==> src/common/fb_params.svh <==
`ifndef FB_PARAMS_SVH
`define FB_PARAMS_SVH

// horizontal timing, in pixel clocks
`define H_ACTIVE 640
`define H_FP 16
`define H_SYNC 96
`define H_TOTAL 800

// vertical timing, in lines
`define V_ACTIVE 480
`define V_FP 10
`define V_SYNC 2
`define V_TOTAL 525

`define WORDS_PER_ROW 40 // 16-pixel words per row

// external SRAM pins
`define SRAM_ADDR_W 18
`define SRAM_DATA_W 16

`endif

==> src/common/video_pkg.sv <==
`default_nettype none

package video_pkg;

    // raw counter values from the timing generator
    typedef logic [10:0] hcount_t; // 0 .. 799
    typedef logic [9:0]  vcount_t; // 0 .. 524

    // visible screen coordinates
    // the widths cover the active area plus some headroom, so a tracker
    // can hand in out-of-range values that the controller filters out
    typedef logic [9:0]  coord_x_t;
    typedef logic [8:0]  coord_y_t;

endpackage

`default_nettype wire

==> src/common/mem_pkg.sv <==
`default_nettype none

`include "fb_params.svh"

package mem_pkg;

    // word address into the framebuffer, row * 40 + word
    typedef logic [`SRAM_ADDR_W-1:0] sram_addr_t;

    // one word holds 16 pixels, leftmost pixel in the msb
    typedef logic [`SRAM_DATA_W-1:0] sram_word_t;

endpackage

`default_nettype wire

==> src/common/sram_bus_if.sv <==
`timescale 1ns/1ns
`default_nettype none

interface sram_bus_if;
    import mem_pkg::*;

    logic       req_valid;
    logic       req_write;  // 1 = write, 0 = read
    sram_addr_t req_addr;
    sram_word_t req_wdata;
    logic       req_ready;  // low for one cycle after a write

    // read return, two cycles after acceptance, in order
    logic       rd_valid;
    sram_word_t rd_data;

    modport client (
        output req_valid, req_write, req_addr, req_wdata,
        input  req_ready, rd_valid, rd_data
    );

    modport server (
        input  req_valid, req_write, req_addr, req_wdata,
        output req_ready, rd_valid, rd_data
    );

endinterface

`default_nettype wire

==> src/vga_timing.sv <==
`timescale 1ns/1ns
`default_nettype none

`include "fb_params.svh"

module vga_timing (
    input  logic              clk,
    input  logic              rst_n,
    output video_pkg::hcount_t hcount,
    output video_pkg::vcount_t vcount,
    output logic              hsync,
    output logic              vsync,
    output logic              blank
);

    logic h_last;
    logic v_last;
    logic h_sync_win;
    logic v_sync_win;
    logic active;

    assign h_last = (hcount == `H_TOTAL - 1);
    assign v_last = (vcount == `V_TOTAL - 1);

    // sync windows sit right after the front porch
    assign h_sync_win = (hcount >= `H_ACTIVE + `H_FP) &&
                        (hcount <  `H_ACTIVE + `H_FP + `H_SYNC);
    assign v_sync_win = (vcount >= `V_ACTIVE + `V_FP) &&
                        (vcount <  `V_ACTIVE + `V_FP + `V_SYNC);
    assign active     = (hcount < `H_ACTIVE) && (vcount < `V_ACTIVE);

    always_ff @(posedge clk) begin
        if (!rst_n) begin
            hcount <= '0;
            vcount <= '0;
        end else if (h_last) begin
            hcount <= '0;
            vcount <= v_last ? '0 : vcount + 1'b1; // wrap at end of frame
        end else begin
            hcount <= hcount + 1'b1;
        end
    end

    // outputs lag the counters by one cycle, same as the pixel path
    always_ff @(posedge clk) begin
        if (!rst_n) begin
            hsync <= 1'b1;
            vsync <= 1'b1;
            blank <= 1'b0;
        end else begin
            hsync <= ~h_sync_win; // active low
            vsync <= ~v_sync_win; // active low
            blank <= ~active;
        end
    end

endmodule

`default_nettype wire

==> src/framebuffer/fb_controller.sv <==
`timescale 1ns/1ns
`default_nettype none

`include "fb_params.svh"

module fb_controller (
    input  logic                clk,
    input  logic                rst_n,
    input  video_pkg::hcount_t  hcount,
    input  video_pkg::vcount_t  vcount,
    input  logic                spot_valid,
    output logic                spot_ready,
    input  video_pkg::coord_x_t spot_x,
    input  video_pkg::coord_y_t spot_y,
    sram_bus_if.client          mem,
    output logic                pixel
);
    import video_pkg::*;
    import mem_pkg::*;

    logic                 pending;  // one spot waiting for vertical blank
    coord_x_t             pend_x;
    coord_y_t             pend_y;
    logic                 accept;
    logic                 in_range;
    logic                 issue;
    logic                 fetch_start;
    logic                 write_start;
    coord_y_t             next_row;
    sram_addr_t           row_base;
    sram_addr_t           spot_addr;
    sram_word_t           spot_word;
    logic [5:0]           rd_cnt;   // reads accepted this fetch
    logic [5:0]           ret_cnt;  // words landed in the line buffer
    logic [`H_ACTIVE-1:0] line_buf;

    assign spot_ready = ~pending;
    assign accept     = spot_valid & ~pending;
    assign in_range   = (spot_x < `H_ACTIVE) && (spot_y < `V_ACTIVE);
    assign issue      = mem.req_valid & mem.req_ready;

    assign fetch_start = (hcount == `H_ACTIVE); // first cycle of hblank
    assign write_start = pending && (hcount == 0) && (vcount == `V_ACTIVE);

    // row shown on the next line, row 0 through vertical blank
    assign next_row  = (vcount < `V_ACTIVE - 1) ? coord_y_t'(vcount + 1'b1) : '0;
    assign row_base  = sram_addr_t'(next_row * `WORDS_PER_ROW);
    assign spot_addr = sram_addr_t'(pend_y * `WORDS_PER_ROW) + sram_addr_t'(pend_x[9:4]);
    assign spot_word = sram_word_t'(16'h8000) >> pend_x[3:0]; // one-hot, msb is leftmost

    always_ff @(posedge clk) begin
        if (!rst_n) begin
            pending <= 1'b0;
        end else if (accept && in_range) begin
            pending <= 1'b1; // out-of-range spots are taken and dropped
        end else if (issue && mem.req_write) begin
            pending <= 1'b0;
        end
    end

    always_ff @(posedge clk) begin
        if (accept) begin
            pend_x <= spot_x;
            pend_y <= spot_y;
        end
    end

    always_ff @(posedge clk) begin
        if (!rst_n) begin
            mem.req_valid <= 1'b0;
            rd_cnt        <= '0;
        end else if (fetch_start) begin
            mem.req_valid <= 1'b1;
            rd_cnt        <= '0;
        end else if (write_start) begin
            mem.req_valid <= 1'b1;
        end else if (issue) begin
            if (mem.req_write) begin
                mem.req_valid <= 1'b0;
            end else begin
                rd_cnt <= rd_cnt + 1'b1;
                if (rd_cnt == 6'(`WORDS_PER_ROW - 1))
                    mem.req_valid <= 1'b0; // whole row requested
            end
        end
    end

    // request fields stay put until the bus takes them
    always_ff @(posedge clk) begin
        if (fetch_start) begin
            mem.req_write <= 1'b0;
            mem.req_addr  <= row_base;
        end else if (write_start) begin
            mem.req_write <= 1'b1;
            mem.req_addr  <= spot_addr;
            mem.req_wdata <= spot_word;
        end else if (issue && !mem.req_write) begin
            mem.req_addr <= mem.req_addr + 1'b1;
        end
    end

    always_ff @(posedge clk) begin
        if (!rst_n)
            ret_cnt <= '0;
        else if (fetch_start)
            ret_cnt <= '0;
        else if (mem.rd_valid)
            ret_cnt <= ret_cnt + 1'b1;
    end

    // returns come back in order, so the count is the word index
    always_ff @(posedge clk) begin
        if (mem.rd_valid)
            line_buf[{ret_cnt, 4'b0000} +: `SRAM_DATA_W] <= mem.rd_data;
    end

    // column c lives in bit 15 - c%16 of its word, hence the inverted low bits
    always_ff @(posedge clk) begin
        if (!rst_n)
            pixel <= 1'b0;
        else if ((hcount < `H_ACTIVE) && (vcount < `V_ACTIVE))
            pixel <= line_buf[{hcount[9:4], ~hcount[3:0]}];
        else
            pixel <= 1'b0;
    end

endmodule

`default_nettype wire

==> src/sram_ctrl.sv <==
`timescale 1ns/1ns
`default_nettype none

module sram_ctrl (
    input  logic                clk,
    input  logic                rst_n,
    sram_bus_if.server          bus,
    output mem_pkg::sram_addr_t sram_addr,
    input  mem_pkg::sram_word_t sram_dq_in,
    output mem_pkg::sram_word_t sram_dq_out,
    output logic                sram_dq_oe,
    output logic                sram_ce_n,
    output logic                sram_oe_n,
    output logic                sram_we_n
);

    logic accepted;
    logic turnaround; // bus released by the write driver

    assign accepted      = bus.req_valid & bus.req_ready;
    assign bus.req_ready = ~turnaround;

    // strobes, one pin cycle per accepted request
    always_ff @(posedge clk) begin
        if (!rst_n) begin
            sram_ce_n  <= 1'b1;
            sram_oe_n  <= 1'b1;
            sram_we_n  <= 1'b1;
            sram_dq_oe <= 1'b0;
            turnaround <= 1'b0;
        end else begin
            sram_ce_n  <= ~accepted;
            sram_oe_n  <= ~(accepted & ~bus.req_write);
            sram_we_n  <= ~(accepted & bus.req_write);
            sram_dq_oe <= accepted & bus.req_write;
            turnaround <= accepted & bus.req_write;
        end
    end

    always_ff @(posedge clk) begin
        if (accepted) begin
            sram_addr   <= bus.req_addr;
            sram_dq_out <= bus.req_wdata;
        end
    end

    // sample the data at the end of the read pin cycle
    always_ff @(posedge clk) begin
        if (!rst_n)
            bus.rd_valid <= 1'b0;
        else
            bus.rd_valid <= ~sram_oe_n;
    end

    always_ff @(posedge clk) begin
        bus.rd_data <= sram_dq_in;
    end

endmodule

`default_nettype wire

==> src/spot_display_top.sv <==
`timescale 1ns/1ns
`default_nettype none

module spot_display_top (
    input  logic                clk,
    input  logic                rst_n,
    input  logic                spot_valid,
    output logic                spot_ready,
    input  video_pkg::coord_x_t spot_x,
    input  video_pkg::coord_y_t spot_y,
    output logic                hsync,
    output logic                vsync,
    output logic                blank,
    output logic                pixel,
    output mem_pkg::sram_addr_t sram_addr,
    input  mem_pkg::sram_word_t sram_dq_in,
    output mem_pkg::sram_word_t sram_dq_out,
    output logic                sram_dq_oe,
    output logic                sram_ce_n,
    output logic                sram_oe_n,
    output logic                sram_we_n
);
    import video_pkg::*;

    hcount_t hcount;
    vcount_t vcount;

    sram_bus_if sram_bus_i ();

    vga_timing vga_timing_i (
        .clk    (clk),
        .rst_n  (rst_n),
        .hcount (hcount),
        .vcount (vcount),
        .hsync  (hsync),
        .vsync  (vsync),
        .blank  (blank)
    );

    fb_controller fb_controller_i (
        .clk        (clk),
        .rst_n      (rst_n),
        .hcount     (hcount),
        .vcount     (vcount),
        .spot_valid (spot_valid),
        .spot_ready (spot_ready),
        .spot_x     (spot_x),
        .spot_y     (spot_y),
        .mem        (sram_bus_i.client),
        .pixel      (pixel)
    );

    sram_ctrl sram_ctrl_i (
        .clk         (clk),
        .rst_n       (rst_n),
        .bus         (sram_bus_i.server),
        .sram_addr   (sram_addr),
        .sram_dq_in  (sram_dq_in),
        .sram_dq_out (sram_dq_out),
        .sram_dq_oe  (sram_dq_oe),
        .sram_ce_n   (sram_ce_n),
        .sram_oe_n   (sram_oe_n),
        .sram_we_n   (sram_we_n)
    );

endmodule

`default_nettype wire

==> config.mk <==
export PLATFORM = sky130hd
export DESIGN_NAME = spot_display_top
export DESIGN_NICKNAME = d
export VERILOG_FILES = /design/src/common/video_pkg.sv /design/src/common/mem_pkg.sv /design/src/common/sram_bus_if.sv /design/src/vga_timing.sv /design/src/framebuffer/fb_controller.sv /design/src/sram_ctrl.sv /design/src/spot_display_top.sv
export VERILOG_INCLUDE_DIRS = /design/src /design/src/common
export SDC_FILE = /design/constraint.sdc
export NUM_CORES = 1
export LEC_CHECK = 0
export ABC_CLOCK_PERIOD_IN_PS = 4960
export BUFFER_PORTS_ARGS = -buffer_cell sky130_fd_sc_hd__buf_2
export CAP_MARGIN = 5
export CELL_PAD_IN_SITES_DETAIL_PLACEMENT = 1
export CELL_PAD_IN_SITES_GLOBAL_PLACEMENT = 1
export CORE_AREA = 10 10 308 310
export DETAILED_ROUTE_END_ITERATION = 10
export DIE_AREA = 0 0 318 320
export PLACE_DENSITY_LB_ADDON = 0.25
export SYNTH_ARGS = -nofsm -noshare
export SYNTH_HDL_FRONTEND = slang
export SYNTH_SLANG_ARGS = --single-unit
==> constraint.sdc <==
create_clock -name clk -period 4.96 [get_ports clk]
set_input_delay 0.248 -clock clk [delete_from_list [all_inputs] [get_ports clk]]
set_output_delay 0.248 -clock clk [all_outputs]
set_load 0.005 [all_outputs]
[Yosys cells after proc, flatten, opt, wreduce, memory -nomap -nowiden]
Index checks and enable logic that the tools add are counted.
Storage, ports and cells
  logic and storage cells: 107
  input bits: 38
  register bits: 788
  output and inout port bits: 43
Operators by class
  reductions and logical operators: 22
  order comparisons: 10
  $mul: 2
  equal/unequal tests: 5
  $add $sub $neg: 7
  multiplexer cells: 15
  bitwise logic cells: 18
  shifts and indexed selects: 3
Operator list (count)
  $bwmux 640: 1
  $shift 16x12->640 const A: 1
  $shiftx 16x12->640: 1
  $mux 18: 2
  $lt 10x9->1 const B: 3
  $mul 9x3->12 const B: 2
  $eq 11x10->1 const B: 2
  $lt 11x10->1 const B: 2
  $add 18x1->18 const B: 1
  $add 15x6->16: 1
  $shr 16x4->16 const A: 1
  $mux 15: 1
  $not 1->1: 13
  $add 6x1->6 const B: 2
  $neg 10->12: 1
  $add 11x1->11 const B: 1
  $ge 11x10->1 const B: 1
  $logic_not 11->1: 1
  $lt 10x11->1 const B: 1
  $add 10x1->10 const B: 1
  $bmux 1 s10: 1
  $eq 10x10->1 const B: 1
  $eq 10x9->1 const B: 1
  $ge 10x9->1 const B: 1
  16 further kinds: 39

[Logic depth before layout (Yosys ltp)]
  depth in word-level cells: 6
  gate-level depth with buffers: 18
  mapped depth without buffers: 17

[Hierarchy]
Synthesis repeated with hierarchy kept, for this count alone.
Second synthesis, totals
  cells, all modules: 2574
  area total of the unflattened synthesis: 35665.5 um^2
Modules (own cells, without submodules)
  fb_controller: sequential area each 21070.2 um^2, times used 1, cells an instance 2388, area each 33054.2 um^2
  sram_ctrl: sequential area each 1441.4 um^2, times used 1, cells an instance 62, area each 1495.2 um^2
  vga_timing: sequential area each 480.5 um^2, times used 1, cells an instance 124, area each 1116.1 um^2

[Worst setup path after synthesis]
OpenSTA, ideal clock, no wires.
  kind: reg2reg
  from: register, netlist name fb_controller_i.ret_cnt[0]
  to: register fb_controller_i.line_buf[320], enable pin
  required time: 4.530 ns
  setup time: 0.430 ns
  path buffers: 2
  data arrival time: 3.792 ns
  clock period less this slack: 4.222 ns
  stages on the path, launching flop included: 12
  slack: 0.738 ns
  cell sequence: dfxtp_1 > buf_2 > buf_1 > inv_1 > ha_1 > nor2b_1 > o21ai_0 > o21bai_1 > nand2b_1 > nor2_1 > nand2_1 > nor4_1
RTL lines
  end signal, assigned by index: line fb_controller.sv:114  | line_buf[{ret_cnt, 4'b0000} +: `SRAM_DATA_W] <= mem.rd_data;
  end, declared: line fb_controller.sv:35  | logic [`H_ACTIVE-1:0] line_buf;

[Worst setup path after layout]
  from: register vga_timing_i.vcount[0]
  to: register fb_controller_i.mem.req_addr[14] (data pin)
Between the ends
  cells in the longest elaborated chain, start to end: 4
  elaborated cells on any way between the ends: 8
  those cells by class: add/sub (1); mul (1); order compare (1); eq/ne (1); mux (3); reduce/logical (1)
RTL lines
  start, declared: line vga_timing.sv:10  | output video_pkg::vcount_t vcount,
  start signal, assigned: line vga_timing.sv:38  | vcount <= v_last ? '0 : vcount + 1'b1;
  $add 10x1->10, or another cell as far along: line fb_controller.sv:46  | assign next_row = (vcount < `V_ACTIVE - 1) ? coord_y_t'(vcount + 1'b1) : '0;
  $mux 9 / $logic_and 1x1->1 (equally long branches): line fb_controller.sv:46, fb_controller.sv:43
  $mul 9x3->12 (no source line) / $mux 18 (equally long branches)
  $mux 15 (*): line fb_controller.sv:90  | if (fetch_start) begin
  end signal, assigned: line fb_controller.sv:92  | mem.req_addr <= row_base;
  end signal, assigned: line fb_controller.sv:95  | mem.req_addr <= spot_addr;
  end signal, assigned: line fb_controller.sv:98  | mem.req_addr <= mem.req_addr + 1'b1;
  end, declared: line sram_bus_if.sv:18  | output req_valid, req_write, req_addr, req_wdata,
Mark *: on every way between the ends. The rest lies on a longest branch, timed or not.
A chain may end at the register's enable or synchronous reset.

==> run metrics <==
minimum clock period after layout between 4 and 5 ns; DRC 0; final-report setup violation count 0; routed vias/inst between 5 and 6; vias in the first global route approximately 23000; number of enable flip-flop cells after synthesis between 700 and 800; syn_nets 2648; register area share after synthesis 65.4%; TNS Setup 0 ns; ys async rst share 0%; Die H 320 µm; remaining global-route overflow 0; final non-filler cell total slightly below 4000; Slew headroom between 20% and 30%; status finished, final reports clean; CTS H-tree lvls 3; initial antenna violation count 3; cell area after synthesis roughly 0.035 mm²; Leak 12.8 nW; fmax 244 MHz; multi-input logic area approximately 0.011 mm²; synthesis-stage register bit count a little under 800; ys flop type edfxtp_1; Startpoint Class flip-flop; total clock buffers created by CTS between 80 and 90; Setup CP Type flip-flop to flip-flop; clock tree buffer depth 3; synth top area cells edfxtp_1 (62%), mux4_2 (10%), nor2_1 (6.3%), dfxtp_1 (3.8%), and2_1 (3.6%); placed cell area between 0.03 and 0.04 mm²; fin area between 0.04 and 0.05 mm²; antenna-violating nets left 0; Yosys Warn Count 0; port bufs 80; CP Max Fanout 10; clk sinks ~790; Worst-path clk slew approximately 0.07 ns; Final Hold Fails 0; Initial DRC Count between 1500 and 2000; syn_area_per_cell approximately 14 µm²; RSZ-0062 raised after global routing false; initial cell density of the core between 30% and 40%; WL/cell between 20 and 30 µm; Total Routing Usage GR between 10% and 20%; Synth top area share slightly above 60%; setup bufs post-CTS 0; Tightest Pin Transition about 1.2 ns; # rows about 110; ANT cells 0; clock tree from TritonCTS done; final wirelength ~100000 µm; Clock Tree Root clkbuf_16; I/O Pins slightly above 80; crit share post-route between 80% and 90%; largest net degree at the start of global routing 62; Fill cells about 9000; Placer Congestion between 0.8 and 0.9; CP Capture Type flip-flop; Nets ~2800; die area 0.102 mm²; Storage cell area about 0.023 mm²; First-pass DRT Iterations 5; Chip Width 318 µm; Slew Viols, Final 0; insertion delay to the later sink of the worst-skew pair ~0.65 ns; Synth area leader edfxtp_1; Core Area 0.0882 mm²; Placed Cells approximately 3700; clk_skew roughly 0.032 ns; pwr dens roughly 350 mW/mm²; global-route wire length before repair about 150000 µm; Post-Syn Instances 2566; via total after detailed routing around 22000; Critical Path AT ~4.5 ns; hold crit path type input pin to flip-flop; max-cap violations 0; synth unique cells 70; maximum VDD drop between 200 and 300 µV; WP data required 5.37 ns; hpwl dp around 63000 µm; layout cells sized above 1 18.4%; area grow syn2layout 14.3%
cell usage in the layout (no fill, tap or decap), types with 6 or more instances in the layout:
| master | n |
|---|---|
| buf_4 | 95 |
| dfxtp_1 | 63 |
| and3_1 | 10 |
| nand3_1 | 21 |
| xor2_1 | 30 |
| a21o_1 | 7 |
| a22o_1 | 6 |
| nand2b_1 | 14 |
| dlygate4sd3_1 | 36 |
| clkinv_2 | 13 |
| xnor2_1 | 34 |
| nor3_1 | 18 |
| a21oi_1 | 39 |
| nor2_1 | 585 |
| buf_2 | 80 |
| clkbuf_8 | 10 |
| clkinv_1 | 11 |
| a221oi_1 | 10 |
| o21ai_0 | 31 |
| a22oi_1 | 23 |
| nor2b_1 | 11 |
| nand4_1 | 19 |
| nand2_1 | 146 |
| clkbuf_1 | 25 |
| edfxtp_1 | 721 |
| and2_1 | 201 |
| o221ai_1 | 8 |
| inv_1 | 32 |
| clkbuf_16 | 90 |
| or3_1 | 10 |
| ha_1 | 41 |
| mux2i_1 | 29 |
| o21bai_1 | 7 |
| mux2_2 | 7 |
| mux4_2 | 160 |
cell families after synthesis:
family	share of synthesized area, %
AOI/OAI and AO/OA	3.34
xor gates and xnor gates	1.66
adders and majority gates	1.63
buffers and inverters	2.69
DFF	65.4
muxes	11.3
and+or+nand+nor	14.0
flip-flops by register name, indices dropped and copies added (netlist names), 6 cells and up:
signal	flops
fb_controller_i.pend_x	10
sram_ctrl_i.sram_dq_out	16
fb_controller_i.rd_cnt	6
vga_timing_i.hcount	11
fb_controller_i.line_buf	640
fb_controller_i.pend_y	9
sram_ctrl_i.bus.rd_data	16
vga_timing_i.vcount	10
sram_ctrl_i.sram_addr	18
fb_controller_i.ret_cnt	6
fb_controller_i.mem.req_addr	18
fb_controller_i.mem.req_wdata	16
worst max-delay path, cell delays in order, from the launching register on:
cell      delay (ns)
dfxtp_1         0.47
ha_1            0.28
and3_1          0.30
a21oi_1         0.10
o21bai_1        0.53
nor2_1          0.18
ha_1            0.32
ha_1            0.20
inv_1           0.09
fa_1            0.21
inv_1           0.06
a21oi_1         0.15
o21bai_1        0.11
a21o_1          0.20
a21o_1          0.20
a21oi_1         0.15
o22ai_1         0.10
a31o_2          0.23
report_power, final:
group          total, W  switching (W)  internal, W
combinational  0.000548       0.000328     0.000219
clock           0.00624        0.00266      0.00358
sequential      0.00723      0.0000614      0.00717
total            0.0140        0.00305       0.0110
Yosys cell counts, types with 14 or more instances:
master,instances
nor3_1,19
nor2b_1,15
mux2i_1,29
dfxtp_1,67
mux4_2,160
xor2_1,30
edfxtp_1,721
buf_2,21
nand3_1,21
a21oi_1,39
ha_1,41
a22oi_1,23
xnor2_1,34
nand4_1,19
o21ai_0,31
nand2_1,151
and2_1,201
nand2b_1,14
nor2_1,586
clkbuf_1,140
buf_4,15
inv_1,32
through the flow:
| stage | hold slack, ns | setup slack [ns] | total power [W] | util, % |
|---|---|---|---|---|
| 2_1_floorplan | 0.276 | 0.738 | 0.00768 | - |
| 3_3_place_gp | 0.352 | 1.03 | 0.00789 | 42.0 |
| 3_5_place_dp | 0.352 | 0.860 | 0.00790 | 42.0 |
| 4_1_cts | 0.180 | 0.860 | 0.0142 | 45.5 |
| 5_1_grt | 0.223 | 0.495 | 0.0145 | 45.5 |
| 6_report | 0.222 | 0.854 | 0.0140 | 45.5 |
final timing paths:
| path | start | endpoint | slack [ns] | cells after the start |
|---|---|---|---|---|
| worst min register to register | fb_controller_i.mem.req_wdata[3] | sram_ctrl_i.sram_dq_out[3] | 0.42 | 0 |
| worst max register to register | vga_timing_i.vcount[0] | fb_controller_i.mem.req_addr[14] | 0.85 | 17 |
| worst max-delay path | vga_timing_i.vcount[0] | fb_controller_i.mem.req_addr[14] | 0.85 | 17 |
| worst min-delay path | sram_dq_in[13] | sram_ctrl_i.bus.rd_data[13] | 0.22 | 2 |
per-layer routing:
layer	up-vias	track usage [%]	wire, µm
met3	143	2.90	5430
met5	-	0	0
met2	573	33.8	51000
li1	9570	-	-
met1	11520	25.7	42700
met4	0	5.45	2190
final cells by class:
cell class / count / area share (%)
timing repair buffer: 216 / 3.92
clock buffer: 125 / 6.18
clock inverter: 34 / 0.604
multi-input combinational: 1556 / 28.1
tap: 1165 / 3.63
inverter: 33 / 0.308
sequential: 788 / 57.3
timing repair:
item                      CTS  global route
hold endpoints to repair   40             0
resized for setup           0             0
hold buffers               36             0
Power figures use the tool's default switching activity.
